==> config.mk <==
export PLATFORM = sky130hd
export DESIGN_NAME = dma_packet_planner
export DESIGN_NICKNAME = d
export VERILOG_FILES = /design/src/source/dma_pkg.sv /design/src/source/dma_packet_planner.sv
export VERILOG_INCLUDE_DIRS = /design/src /design/src/source
export SDC_FILE = /design/constraint.sdc
export NUM_CORES = 1
export LEC_CHECK = 0
export BUFFER_PORTS_ARGS = -buffer_cell sky130_fd_sc_hd__buf_2
export CAP_MARGIN = 10
export CORE_MARGIN = 2
export CORE_UTILIZATION = 40
export CTS_BUF_LIST = sky130_fd_sc_hd__clkbuf_2 sky130_fd_sc_hd__clkbuf_4 sky130_fd_sc_hd__clkbuf_8
export CTS_CLUSTER_DIAMETER = 30
export DETAILED_ROUTE_END_ITERATION = 8
export GPL_TIMING_DRIVEN = 0
export PLACE_DENSITY_LB_ADDON = 0.15
export SLEW_MARGIN = 10
export SYNTH_ARGS = -nofsm -noshare
export SYNTH_HDL_FRONTEND = slang
export SYNTH_SLANG_ARGS = --single-unit
==> constraint.sdc <==
create_clock -name clk -period 4.55 [get_ports clk]
set_clock_uncertainty 0.05 [all_clocks]
set_input_delay 0.2275 -clock clk [delete_from_list [all_inputs] [get_ports clk]]
set_output_delay 0.2275 -clock clk [all_outputs]
set_load 0.02 [all_outputs]
==> src/source/dma_cfg.svh <==
// DMA initiator configuration

`ifndef DMA_CFG_SVH
`define DMA_CFG_SVH

//////////////////////////////////////////////////
// Datapath widths
//////////////////////////////////////////////////

// Address on the local bus and in remote requests
`define DMA_ADDR_WIDTH 32

// One NoC flit payload, one stream word
`define DMA_DATA_WIDTH 32

// Transfer size in words, as carried in a header
`define DMA_SIZE_WIDTH 12

// Tile number on the NoC
`define DMA_TILE_WIDTH 5

//////////////////////////////////////////////////
// Table and packet limits
//////////////////////////////////////////////////

// Entries offered by the request table
`define DMA_TABLE_ENTRIES 4

// Flits per packet, header and address included
// Payload per packet is two less
`define DMA_NOC_PACKET_SIZE 16

// Number of this tile, goes into the source field
`define DMA_TILE_ID 0

`endif

==> src/source/dma_pkg.sv <==
// DMA request side types

`include "dma_cfg.svh"

package dma_pkg;

  // Plain vectors with a meaning
  typedef logic [`DMA_ADDR_WIDTH-1:0] addr_t;
  typedef logic [`DMA_DATA_WIDTH-1:0] data_t;
  typedef logic [`DMA_SIZE_WIDTH-1:0] size_t;
  typedef logic [`DMA_TILE_WIDTH-1:0] tile_t;

  // Table entry as index and as one bit per entry
  typedef logic [$clog2(`DMA_TABLE_ENTRIES)-1:0] entry_pos_t;
  typedef logic [`DMA_TABLE_ENTRIES-1:0] entry_mask_t;

  // Flit type in the top two bits of a flit
  typedef enum logic [1:0] {
    PAYLOAD = 2'b00,
    HEADER  = 2'b01,
    LAST    = 2'b10
  } flit_kind_e;

  // Packet types of the request side
  typedef enum logic [1:0] {
    L2R_REQ = 2'b00,
    R2L_REQ = 2'b01
  } packet_type_e;

  typedef enum logic [2:0] {
    DMA = 3'b010
  } packet_class_e;

  // One table entry with dir 0 for L2R and 1 for R2L
  typedef struct packed {
    logic  dir;
    addr_t laddr;
    size_t size;
    tile_t rtile;
    addr_t raddr;
  } dma_req_t;

  // Header flit content from dest at the top down to size
  typedef struct packed {
    tile_t         dest;
    packet_class_e pclass;
    tile_t         src;
    packet_type_e  ptype;
    logic [3:0]    id;
    logic          req_last;
    size_t         size;
  } dma_hdr_t;

  typedef struct packed {
    flit_kind_e kind;
    data_t      content;
  } noc_flit_t;

  // Next packet of the current request
  typedef struct packed {
    size_t pkt_size;
    logic  last;
    size_t offset;
  } pkt_plan_t;

  typedef enum logic [2:0] {
    IDLE,
    L2R_HDR,
    L2R_ADDR,
    L2R_DATA,
    R2L_HDR,
    R2L_SIZE,
    R2L_RADDR,
    R2L_LADDR
  } req_state_e;

endpackage

==> src/source/dma_packet_planner.sv <==
// L2R packet planner

`timescale 1ns/100ps

`include "dma_cfg.svh"

module dma_packet_planner
  import dma_pkg::*;
(
  input  logic      clk,
  input  logic      rst,
  input  size_t     size,
  input  logic      begin_req,
  input  logic      hdr_taken,
  input  logic      word_taken,
  output pkt_plan_t plan,
  output size_t     word_left
);

  // Payload words per packet, header and address take two flits
  localparam size_t max_payload = size_t'(`DMA_NOC_PACKET_SIZE - 2);

  // Words sent in packets already closed
  size_t sent;
  size_t unsent;

  assign unsent = size - sent;

  //////////////////////////////////////////////////
  // Next packet
  //////////////////////////////////////////////////

  // Full packet unless the tail fits in one
  always_comb begin
    plan.offset = sent;
    if (unsent > max_payload) begin
      plan.pkt_size = max_payload;
      plan.last     = 1'b0;
    end else begin
      plan.pkt_size = unsent;
      plan.last     = 1'b1;
    end
  end

  //////////////////////////////////////////////////
  // Progress counters
  //////////////////////////////////////////////////

  always_ff @(posedge clk) begin
    if (rst) begin
      sent      <= '0;
      word_left <= '0;
    end else if (begin_req) begin
      sent <= '0;
    end else if (hdr_taken) begin
      word_left <= plan.pkt_size;
    end else if (word_taken) begin
      word_left <= word_left - size_t'(1);
      // Packet closed, next one starts after it
      if (word_left == size_t'(1)) begin
        sent <= sent + plan.pkt_size;
      end
    end
  end

endmodule

==> metrics.txt <==
Critical Path RT 4.67 ns; Hold Crit Class in2reg; max-cap violations 0; VDD IR max 0.173 mV; Post-Syn Instances 318; Worst setup endpoint sent[8]$_SDFFE_PP0P_; Top Ports 54; Post-synth EDFFs 0; worst path arrival time 4.43 ns; register area 482 um2; Final Cell Area 2900 um2; Sw Ratio 0.344; n_diodes 0; number of nets in the layout 428; vias per cell 5.27; fmax 0.232 GHz; Combinational Power Share 0.312; # hold bufs at CTS 0; CP Cell Sequence ha_1, fa_2, nand2b_1, a21oi_2, mux2i_1, o22ai_1, nand4b_1, nor4_4, buf_4, nand2_2, ha_4, nor2b_2, o21ai_0, nand2b_1, a21o_1, a21o_1, a21oi_2, o21bai_1, a211o_1; most common cell after layout, fill and taps aside buf_2; Area growth syn-to-layout 21.4%; Critical R2R Capture sent[8]$_SDFFE_PP0P_; vias in the first global route 2164; register bit total from synthesis 24; Die Footprint 6610 um2; drt initial violations 117; Top FF cell, synth dfxtp_1; CTS Root Cell clkbuf_8; CTS H-tree lvls 1; crit path max fanout 5; internal power 366 uW; placer congestion estimate 0.859; CTS Sinks 24; row cnt 28; Relative slew margins 0.626; CP max-delay cell fa_2; register share of total power 0.409; Tmin final 4.31 ns; area of the multi-input gates 1840 um2; Clock Pin Slew Worst Setup and Hold Paths 0.10 ns; actual slew at the worst max-slew pin 0.561 ns; Final Setup Violations 0; total vias in the final route 2425; Die X 81.3 um; Seq/Total Area, Yosys 0.201; fin. max-slew vios 0; CTS tree yes; final-report hold violation count 0; worst setup margin 0.238 ns; Post-Place Worst Slack -0.00498 ns; status finished clean; Detailed Place HPWL 4.76 mm; path depth of the worst reg2reg path 19; layout cells sized above 1 0.221; slowest stage delay, CP 0.37 ns; die height 81.3 um; core box area 5850 um2; Crit Path Category reg2reg; final hold slack 0.154 ns; Netlist Area Pre-Place 2390 um2; DP Area 2760 um2; routed len/inst 13.3 um; asr flop ratio synth 0; Power Density 192 nW/um2; switching power total 191 uW; initial core utilization 0.408; global-route wire length before repair 10.0 mm; synthesized area per cell 7.51 um2; largest net degree at the start of global routing 14; Total Routed Length 6.12 mm; Yosys warnings 0; clk_lat worst skew 0.28 ns; setup_tns 0 ns; GRT Residual Overflow 0; fin crit share 0.948; DRT Pass-1 Iters 4; fillers 616; Clk pwr share 0.279; Startpoint Class flop; Leak 0.00133 uW; r2r setup slk 0.24 ns; drt drc 0; initial antenna violation count 0; IO buf count 45; Yosys cell types 58; GRT Total Usage 0.188; most frequent cells in the layout buf_2 (46), a21oi_1 (29), nand2_1 (28), nor2_1 (26), dfxtp_1 (23); Longest Clk Path Bufs 2; Routed Antenna Nets 0; CTS Buf Count 3; Worst Setup End Kind flop
-- worst min path at each step --
| stage | start | endpoint | cells after the start |
|---|---|---|---|
| after floorplan | size[0] | flop | 2 |
| after global placement | size[0] | flop | 3 |
| after detailed placement | size[0] | flop | 3 |
| after CTS | size[0] | flop | 3 |
| after global routing | size[0] | flop | 3 |
| final | size[0] | flop | 3 |
-- cell type report --
cell class                 count  area share
buffer                        15      0.0328
clock buffer                   4      0.0190
inverter                      21      0.0272
multi-input combinational    272       0.635
sequential                    24       0.166
tap                           75      0.0324
timing repair buffer          49      0.0880
-- cell families after synthesis --
family | after synthesis | synth area share
xor+xnor | 14 | 0.0513
buf+inv | 36 | 0.0728
flops | 24 | 0.201
simple gates | 127 | 0.279
compound gates | 84 | 0.225
fa+ha+maj | 26 | 0.141
mux | 6 | 0.0272
other cells | 1 | 0.00157
-- timing repair --
action / 4_1_cts / 5_1_grt
endpoints found under the setup margin: 1 / 6
endpoints found under the hold margin: 0 / 0
resized for setup: 1 / 14
pin swaps: 1 / 8
buffers inserted: 2 / 2
-- metal layers --
layer | routed length, um | up-vias | global-route usage
met3 | 251 | 4 | 0.0333
met5 | 0 | - | 0
li1 | - | 1251 | -
met4 | 38 | 0 | 0.0288
met1 | 3190 | 1110 | 0.278
met2 | 2640 | 60 | 0.289
-- state kept, by name, summed over array words and instances, names as in the netlist, named ones only --
| signal | count |
|---|---|
| word_left | 12 |
| sent | 11 |
-- through the flow --
stage,util,std cells,power [uW]
after floorplan,-,332,360
after global placement,0.472,452,399
after detailed placement,0.472,452,402
after CTS,0.484,458,557
after global routing,0.496,460,590
final,0.496,460,557
-- cells in the mapped netlist, types with 4 or more instances --
cell / count / area share
a21oi_1: 31 / 0.065
nor2b_1: 5 / 0.013
clkbuf_1: 5 / 0.0079
inv_1: 21 / 0.033
nand2_1: 29 / 0.046
ha_1: 23 / 0.12
a21o_1: 8 / 0.025
xor2_1: 10 / 0.037
o21ai_0: 13 / 0.027
nor3_1: 12 / 0.025
nand3_1: 16 / 0.034
xnor2_1: 4 / 0.015
nor2_1: 26 / 0.041
nand2b_1: 8 / 0.021
mux2i_1: 5 / 0.021
dfxtp_1: 24 / 0.20
o21bai_1: 5 / 0.016
and3_1: 6 / 0.016
buf_4: 8 / 0.025
-- power by group through the flow --
| stage | Combinational, uW | Clock, uW | Sequential [uW] |
|---|---|---|---|
| global route | 194 | 167 | 229 |
| global placement | 167 | 0 | 233 |
| CTS | 171 | 159 | 228 |
| finish | 174 | 155 | 228 |
| detailed placement | 169 | 0 | 233 |
| floorplan | 119 | 0 | 242 |
-- worst max-delay path: cells and delay by family, from the launching register on --
family                   cells  cell delay [ns]
AO/OA/AOI/OAI                8             1.53
AND/OR/NAND/NOR              6             1.09
adder cells (fa/ha/maj)      3             0.87
multiplexers                 1             0.10
flip-flops                   1             0.36
buffers and inverters        1             0.19
Note: power is estimated with default switching activity, not from simulation.
