### src/source/dma_cfg.svh
// DMA initiator configuration

`ifndef DMA_CFG_SVH
`define DMA_CFG_SVH

//////////////////////////////////////////////////
// Datapath widths
//////////////////////////////////////////////////

// Address on the local bus and in remote requests
`define DMA_ADDR_WIDTH 32

// One NoC flit payload, one stream word
`define DMA_DATA_WIDTH 32

// Transfer size in words, as carried in a header
`define DMA_SIZE_WIDTH 12

// Tile number on the NoC
`define DMA_TILE_WIDTH 5

//////////////////////////////////////////////////
// Table and packet limits
//////////////////////////////////////////////////

// Entries offered by the request table
`define DMA_TABLE_ENTRIES 4

// Flits per packet, header and address included
// Payload per packet is two less
`define DMA_NOC_PACKET_SIZE 16

// Number of this tile, goes into the source field
`define DMA_TILE_ID 0

`endif

### src/source/dma_pkg.sv
// DMA request side types

`include "dma_cfg.svh"

package dma_pkg;

  // Plain vectors with a meaning
  typedef logic [`DMA_ADDR_WIDTH-1:0] addr_t;
  typedef logic [`DMA_DATA_WIDTH-1:0] data_t;
  typedef logic [`DMA_SIZE_WIDTH-1:0] size_t;
  typedef logic [`DMA_TILE_WIDTH-1:0] tile_t;

  // Table entry as index and as one bit per entry
  typedef logic [$clog2(`DMA_TABLE_ENTRIES)-1:0] entry_pos_t;
  typedef logic [`DMA_TABLE_ENTRIES-1:0] entry_mask_t;

  // Flit type in the top two bits of a flit
  typedef enum logic [1:0] {
    PAYLOAD = 2'b00,
    HEADER  = 2'b01,
    LAST    = 2'b10
  } flit_kind_e;

  // Packet types of the request side
  typedef enum logic [1:0] {
    L2R_REQ = 2'b00,
    R2L_REQ = 2'b01
  } packet_type_e;

  typedef enum logic [2:0] {
    DMA = 3'b010
  } packet_class_e;

  // One table entry with dir 0 for L2R and 1 for R2L
  typedef struct packed {
    logic  dir;
    addr_t laddr;
    size_t size;
    tile_t rtile;
    addr_t raddr;
  } dma_req_t;

  // Header flit content from dest at the top down to size
  typedef struct packed {
    tile_t         dest;
    packet_class_e pclass;
    tile_t         src;
    packet_type_e  ptype;
    logic [3:0]    id;
    logic          req_last;
    size_t         size;
  } dma_hdr_t;

  typedef struct packed {
    flit_kind_e kind;
    data_t      content;
  } noc_flit_t;

  // Next packet of the current request
  typedef struct packed {
    size_t pkt_size;
    logic  last;
    size_t offset;
  } pkt_plan_t;

  typedef enum logic [2:0] {
    IDLE,
    L2R_HDR,
    L2R_ADDR,
    L2R_DATA,
    R2L_HDR,
    R2L_SIZE,
    R2L_RADDR,
    R2L_LADDR
  } req_state_e;

endpackage

### src/source/dma_flit_fsm.sv
// NoC request flit generator

`timescale 1ns/100ps

`include "dma_cfg.svh"

module dma_flit_fsm
  import dma_pkg::*;
(
  input  logic       clk,
  input  logic       rst,
  input  logic       start,
  input  dma_req_t   entry,
  input  entry_pos_t entry_id,
  input  pkt_plan_t  plan,
  input  size_t      word_left,
  input  logic       data_valid,
  input  data_t      data,
  output logic       data_ready,
  output noc_flit_t  noc_out_flit,
  output logic       noc_out_valid,
  input  logic       noc_out_ready,
  output logic       idle,
  output logic       finish,
  output logic       begin_req,
  output logic       hdr_taken,
  output logic       word_taken
);

  req_state_e request_state;
  req_state_e nxt_state;
  dma_hdr_t   hdr;
  logic       last_word;

  // Common header fields, type and size patched per direction
  always_comb begin
    hdr          = '0;
    hdr.dest     = entry.rtile;
    hdr.pclass   = DMA;
    hdr.id       = 4'(entry_id);
    hdr.src      = tile_t'(`DMA_TILE_ID);
    if (entry.dir) begin
      hdr.ptype    = R2L_REQ;
      hdr.req_last = 1'b1;
    end else begin
      hdr.ptype    = L2R_REQ;
      hdr.req_last = plan.last;
      hdr.size     = plan.pkt_size;
    end
  end

  assign last_word = (word_left == size_t'(1));

  // Handshake strobes for the arbiter and the planner
  assign idle       = (request_state == IDLE);
  assign begin_req  = idle & start;
  assign hdr_taken  = (request_state == L2R_HDR) & noc_out_ready;
  assign word_taken = (request_state == L2R_DATA) & data_valid & noc_out_ready;
  assign data_ready = word_taken;
  assign finish     = (word_taken & last_word & plan.last)
                    | ((request_state == R2L_LADDR) & noc_out_ready);

  //////////////////////////////////////////////////
  // Flit and next state
  //////////////////////////////////////////////////

  always_comb begin
    noc_out_flit  = '{kind: PAYLOAD, content: '0};
    noc_out_valid = 1'b1;
    nxt_state     = request_state;
    case (request_state)
      IDLE: begin
        noc_out_valid = 1'b0;
        if (start) begin
          nxt_state = entry.dir ? R2L_HDR : L2R_HDR;
        end
      end
      L2R_HDR: begin
        noc_out_flit = '{kind: HEADER, content: data_t'(hdr)};
        if (noc_out_ready) nxt_state = L2R_ADDR;
      end
      L2R_ADDR: begin
        // Word offset turned into a byte offset
        noc_out_flit.content = entry.raddr + (addr_t'(plan.offset) << 2);
        if (noc_out_ready) nxt_state = L2R_DATA;
      end
      L2R_DATA: begin
        // Stream stalls show up as gaps on the NoC
        noc_out_valid        = data_valid;
        noc_out_flit.kind    = last_word ? LAST : PAYLOAD;
        noc_out_flit.content = data;
        if (word_taken && last_word) begin
          nxt_state = plan.last ? IDLE : L2R_HDR;
        end
      end
      R2L_HDR: begin
        noc_out_flit = '{kind: HEADER, content: data_t'(hdr)};
        if (noc_out_ready) nxt_state = R2L_SIZE;
      end
      R2L_SIZE: begin
        noc_out_flit.content = data_t'(entry.size);
        if (noc_out_ready) nxt_state = R2L_RADDR;
      end
      R2L_RADDR: begin
        noc_out_flit.content = entry.raddr;
        if (noc_out_ready) nxt_state = R2L_LADDR;
      end
      R2L_LADDR: begin
        noc_out_flit = '{kind: LAST, content: entry.laddr};
        if (noc_out_ready) nxt_state = IDLE;
      end
      default: begin
        noc_out_valid = 1'b0;
        nxt_state     = IDLE;
      end
    endcase
  end

  always_ff @(posedge clk) begin
    if (rst) begin
      request_state <= IDLE;
    end else begin
      request_state <= nxt_state;
    end
  end

endmodule

### config.mk
export PLATFORM = sky130hd
export DESIGN_NAME = dma_flit_fsm
export DESIGN_NICKNAME = d
export VERILOG_FILES = /design/src/source/dma_pkg.sv /design/src/source/dma_flit_fsm.sv
export VERILOG_INCLUDE_DIRS = /design/src /design/src/source
export SDC_FILE = /design/constraint.sdc
export NUM_CORES = 1
export LEC_CHECK = 0
export ABC_CLOCK_PERIOD_IN_PS = 4300
export CORE_MARGIN = 1
export CORE_UTILIZATION = 30
export DETAILED_ROUTE_END_ITERATION = 10
export DONT_BUFFER_PORTS = 1
export SLEW_MARGIN = 10
export SYNTH_ARGS = -nofsm -noshare
export SYNTH_HDL_FRONTEND = slang
export SYNTH_SLANG_ARGS = --single-unit
export TNS_END_PERCENT = 30
### constraint.sdc
create_clock -name clk -period 4.3 [get_ports clk]
set_clock_uncertainty 0.15 [all_clocks]
set_input_delay 0.86 -clock clk [delete_from_list [all_inputs] [get_ports clk]]
set_output_delay 0.86 -clock clk [all_outputs]
set_load 0.03 [all_outputs]
==> results.toml <==
[sta]
drv_slew = 0
maxSlewHeadroom_pct = 36.6
tns_ns = 0
rsz0062_at_grt = "no"
tightest_slew_ns = 0.944
fmax_mhz = 240
whs_ns = 0.511
setup_slack_ns = 0.139
fin_crit_sh_pct = 96.8
setup-violations-final = 0
period_minus_slack_ns = 4.16
finalHoldViolCount = 0

[worst_setup_path]
r2r-start = "request_state[1]"
crit_end = "noc_out_flit[16]"
r2r_slack_ns = 1.70
crit_type = "primary input to output pin"
reg2reg_depth = 6
critPathRequiredTime_ns = 3.29
arrival_ns = 3.15
end_kind = "output pin"
critical_path.startpoint = "entry[2]"
cp-start-kind = "primary input"
path_max_fanout = 9
r2r-end = "request_state[0]"

[pwr]
peakVddDrop_mv = 0.205
p_leak_nw = 1.05
power.density_nw_per_um2 = 540

[synth]
async_flop_share_pct = 0
ys_seq_area_share_pct = 2.21
yosys_warnings = 0
ys_ff_latch = 3
avgSynthCellArea_um2 = 6.46
ys.flop_type = "dfxtp_1"
syn_inst = 420
synth_cell_type_count = 68
syn_area_um2 = 2710
synth_fp_nets = 591
synth_edf_count = 0

[placement]
gp_congestion = 0.852
io_buffers = 0
dp_hpwl_um = 9660
preCtsSetupSlack_ns = 0.0410
dpl_cell_area_um2 = 2940

[clock_tree]
clkTransAtPathRegs_ns = 0.03
cts.path.max_buffers = 2
cts-hold-fix-buffers = 0
root_buffer = "clkbuf_8"
cts_max_level = 1
tritoncts = "built"
cts_buffers = 3
clk_latency_ns = 0.21
cts.sink_count = 3
cts_resized = 0

[drt]
firstDrtPassIters = 5
route.vias.total = 3495
drt-total-wl_um = 12200
wl_per_cell_um = 22.8
drt_iter0_markers = 172
avgViaCountPerCell = 6.56
final_antenna_net_count = 0
drc = 0

[die]
die_area_um2 = 9430
start_util_pct = 31.1
io_pins = 199
placementRows = 34
core_um2 = 8720
die_h_um = 97.1
chipWidth_um = 97.1

[layout]
nets = 597
area_growth_pct = 10.5
drive_gt1_share_pct = 13.4
largest_reg_flops = 3
diodes = 0
fin_area_um2 = 3000
reg_top3 = "request_state: 3 flops"
regMostFlops = "request_state"

[job]
cap_violations = 0

[global_routing]
grt-ovfl-total = 0
antenna_found_initial = 0
grt_max_degree = 26
grt_usage_pct = 24.3
grt_pass1_wl_um = 18500
grt_pass1_vias = 3341

[outcome]
status = "completed"

[min_path]
hold_class = "flop to flop"
repair_timing:
| action | in CTS | in global routing |
|---|---|---|
| buffers inserted | 0 | 2 |
| setup endpoints to repair | 0 | 3 |
| hold endpoints to repair | 0 | 0 |
critical path, cell delays in order:
cell and delay, ns:
ha_1 0.17, inv_1 0.07, fa_1 0.41, and2b_1 0.24, o211ai_1 0.13, a211oi_2 0.20, buf_4 0.16, o211ai_2 0.19
a2111o_1 0.43, o221ai_1 0.09, buf_4 0.21
layout make-up:
cell class | count | area, um2
Tap cell | 108 | 135
Fill cell | 971 | 5720
Inverter | 17 | 63.8
Clock buffer | 4 | 45.0
Sequential cell | 3 | 62.6
Timing Repair Buffer | 33 | 248
Multi-Input combinational cell | 368 | 2440
cells by family after synthesis:
| kind of cell | after synthesis | share of synthesized area, % |
|---|---|---|
| XOR/XNOR | 10 | 3.23 |
| flip-flops | 3 | 2.21 |
| buffers and inverters | 49 | 7.93 |
| AO/OA/AOI/OAI | 153 | 38.9 |
| AND/OR/NAND/NOR | 160 | 29.4 |
| multiplexers | 32 | 12.1 |
| adder cells (fa/ha/maj) | 13 | 6.27 |
cell usage after synthesis (5+ instances only):
cell	instances	share of area (%)
nand2_1	44	6.1
o21ai_0	39	7.2
a21oi_1	35	6.5
nor2_1	33	4.6
mux2i_1	25	9.2
nand3_1	24	4.4
clkbuf_1	17	2.4
inv_1	15	2.1
nor3_1	14	2.6
ha_1	12	5.5
nor2b_1	10	2.3
nand4_1	9	2.1
buf_2	8	1.5
a221oi_1	7	2.3
a22oi_1	7	1.9
mux2_2	7	2.9
xnor2_1	7	2.3
a31oi_1	5	1.2
a32oi_1	5	1.6
and3_1	5	1.2
o211ai_1	5	1.4
o221ai_1	5	1.6
stage by stage:
stage | std cells | util, % | power, mW
2_1_floorplan | 420 | - | 1.15
3_3_place_gp | 527 | 33.7 | 1.52
3_5_place_dp | 527 | 33.7 | 1.53
4_1_cts | 531 | 34.2 | 1.61
5_1_grt | 533 | 34.4 | 1.73
6_report | 533 | 34.4 | 1.62
routing by layer:
layer	track usage (%)	wire length, um	vias to the layer above
met4	3.21	128	0
met5	0	0	-
met2	39.6	5630	192
met1	34.1	5360	1669
li1	-	-	1618
met3	4.32	1060	16
layout by cell type, fill, tap and decap left out, drive strengths merged, types with 9 or more instances in the layout:
cell,synthesis,layout
nor2b,10,10
buf,13,33
nor3,14,14
mux2i,25,25
inv,15,15
nand2,44,44
nand4,9,9
a21oi,36,36
ha,12,12
o21ai,41,41
nor2,33,33
nand3,25,25
where the power goes:
group	switching [mW]	internal, mW
Combinational	0.993	0.465
Sequential	0.0393	0.0407
Clock	0.0172	0.0631
Total	1.05	0.569
worst min-delay path by stage:
| stage | slack [ns] | from | endpoint | cells after the start |
|---|---|---|---|---|
| floorplan | 0.59 | request_state[2] | request_state[0] | 4 |
| global placement | 0.48 | request_state[0] | request_state[0] | 2 |
| detailed placement | 0.51 | request_state[0] | request_state[1] | 3 |
| CTS | 0.51 | request_state[0] | request_state[1] | 3 |
| global route | 0.56 | rst | request_state[1] | 1 |
| finish | 0.51 | request_state[0] | request_state[1] | 3 |
(Power assumes the default switching activity.)
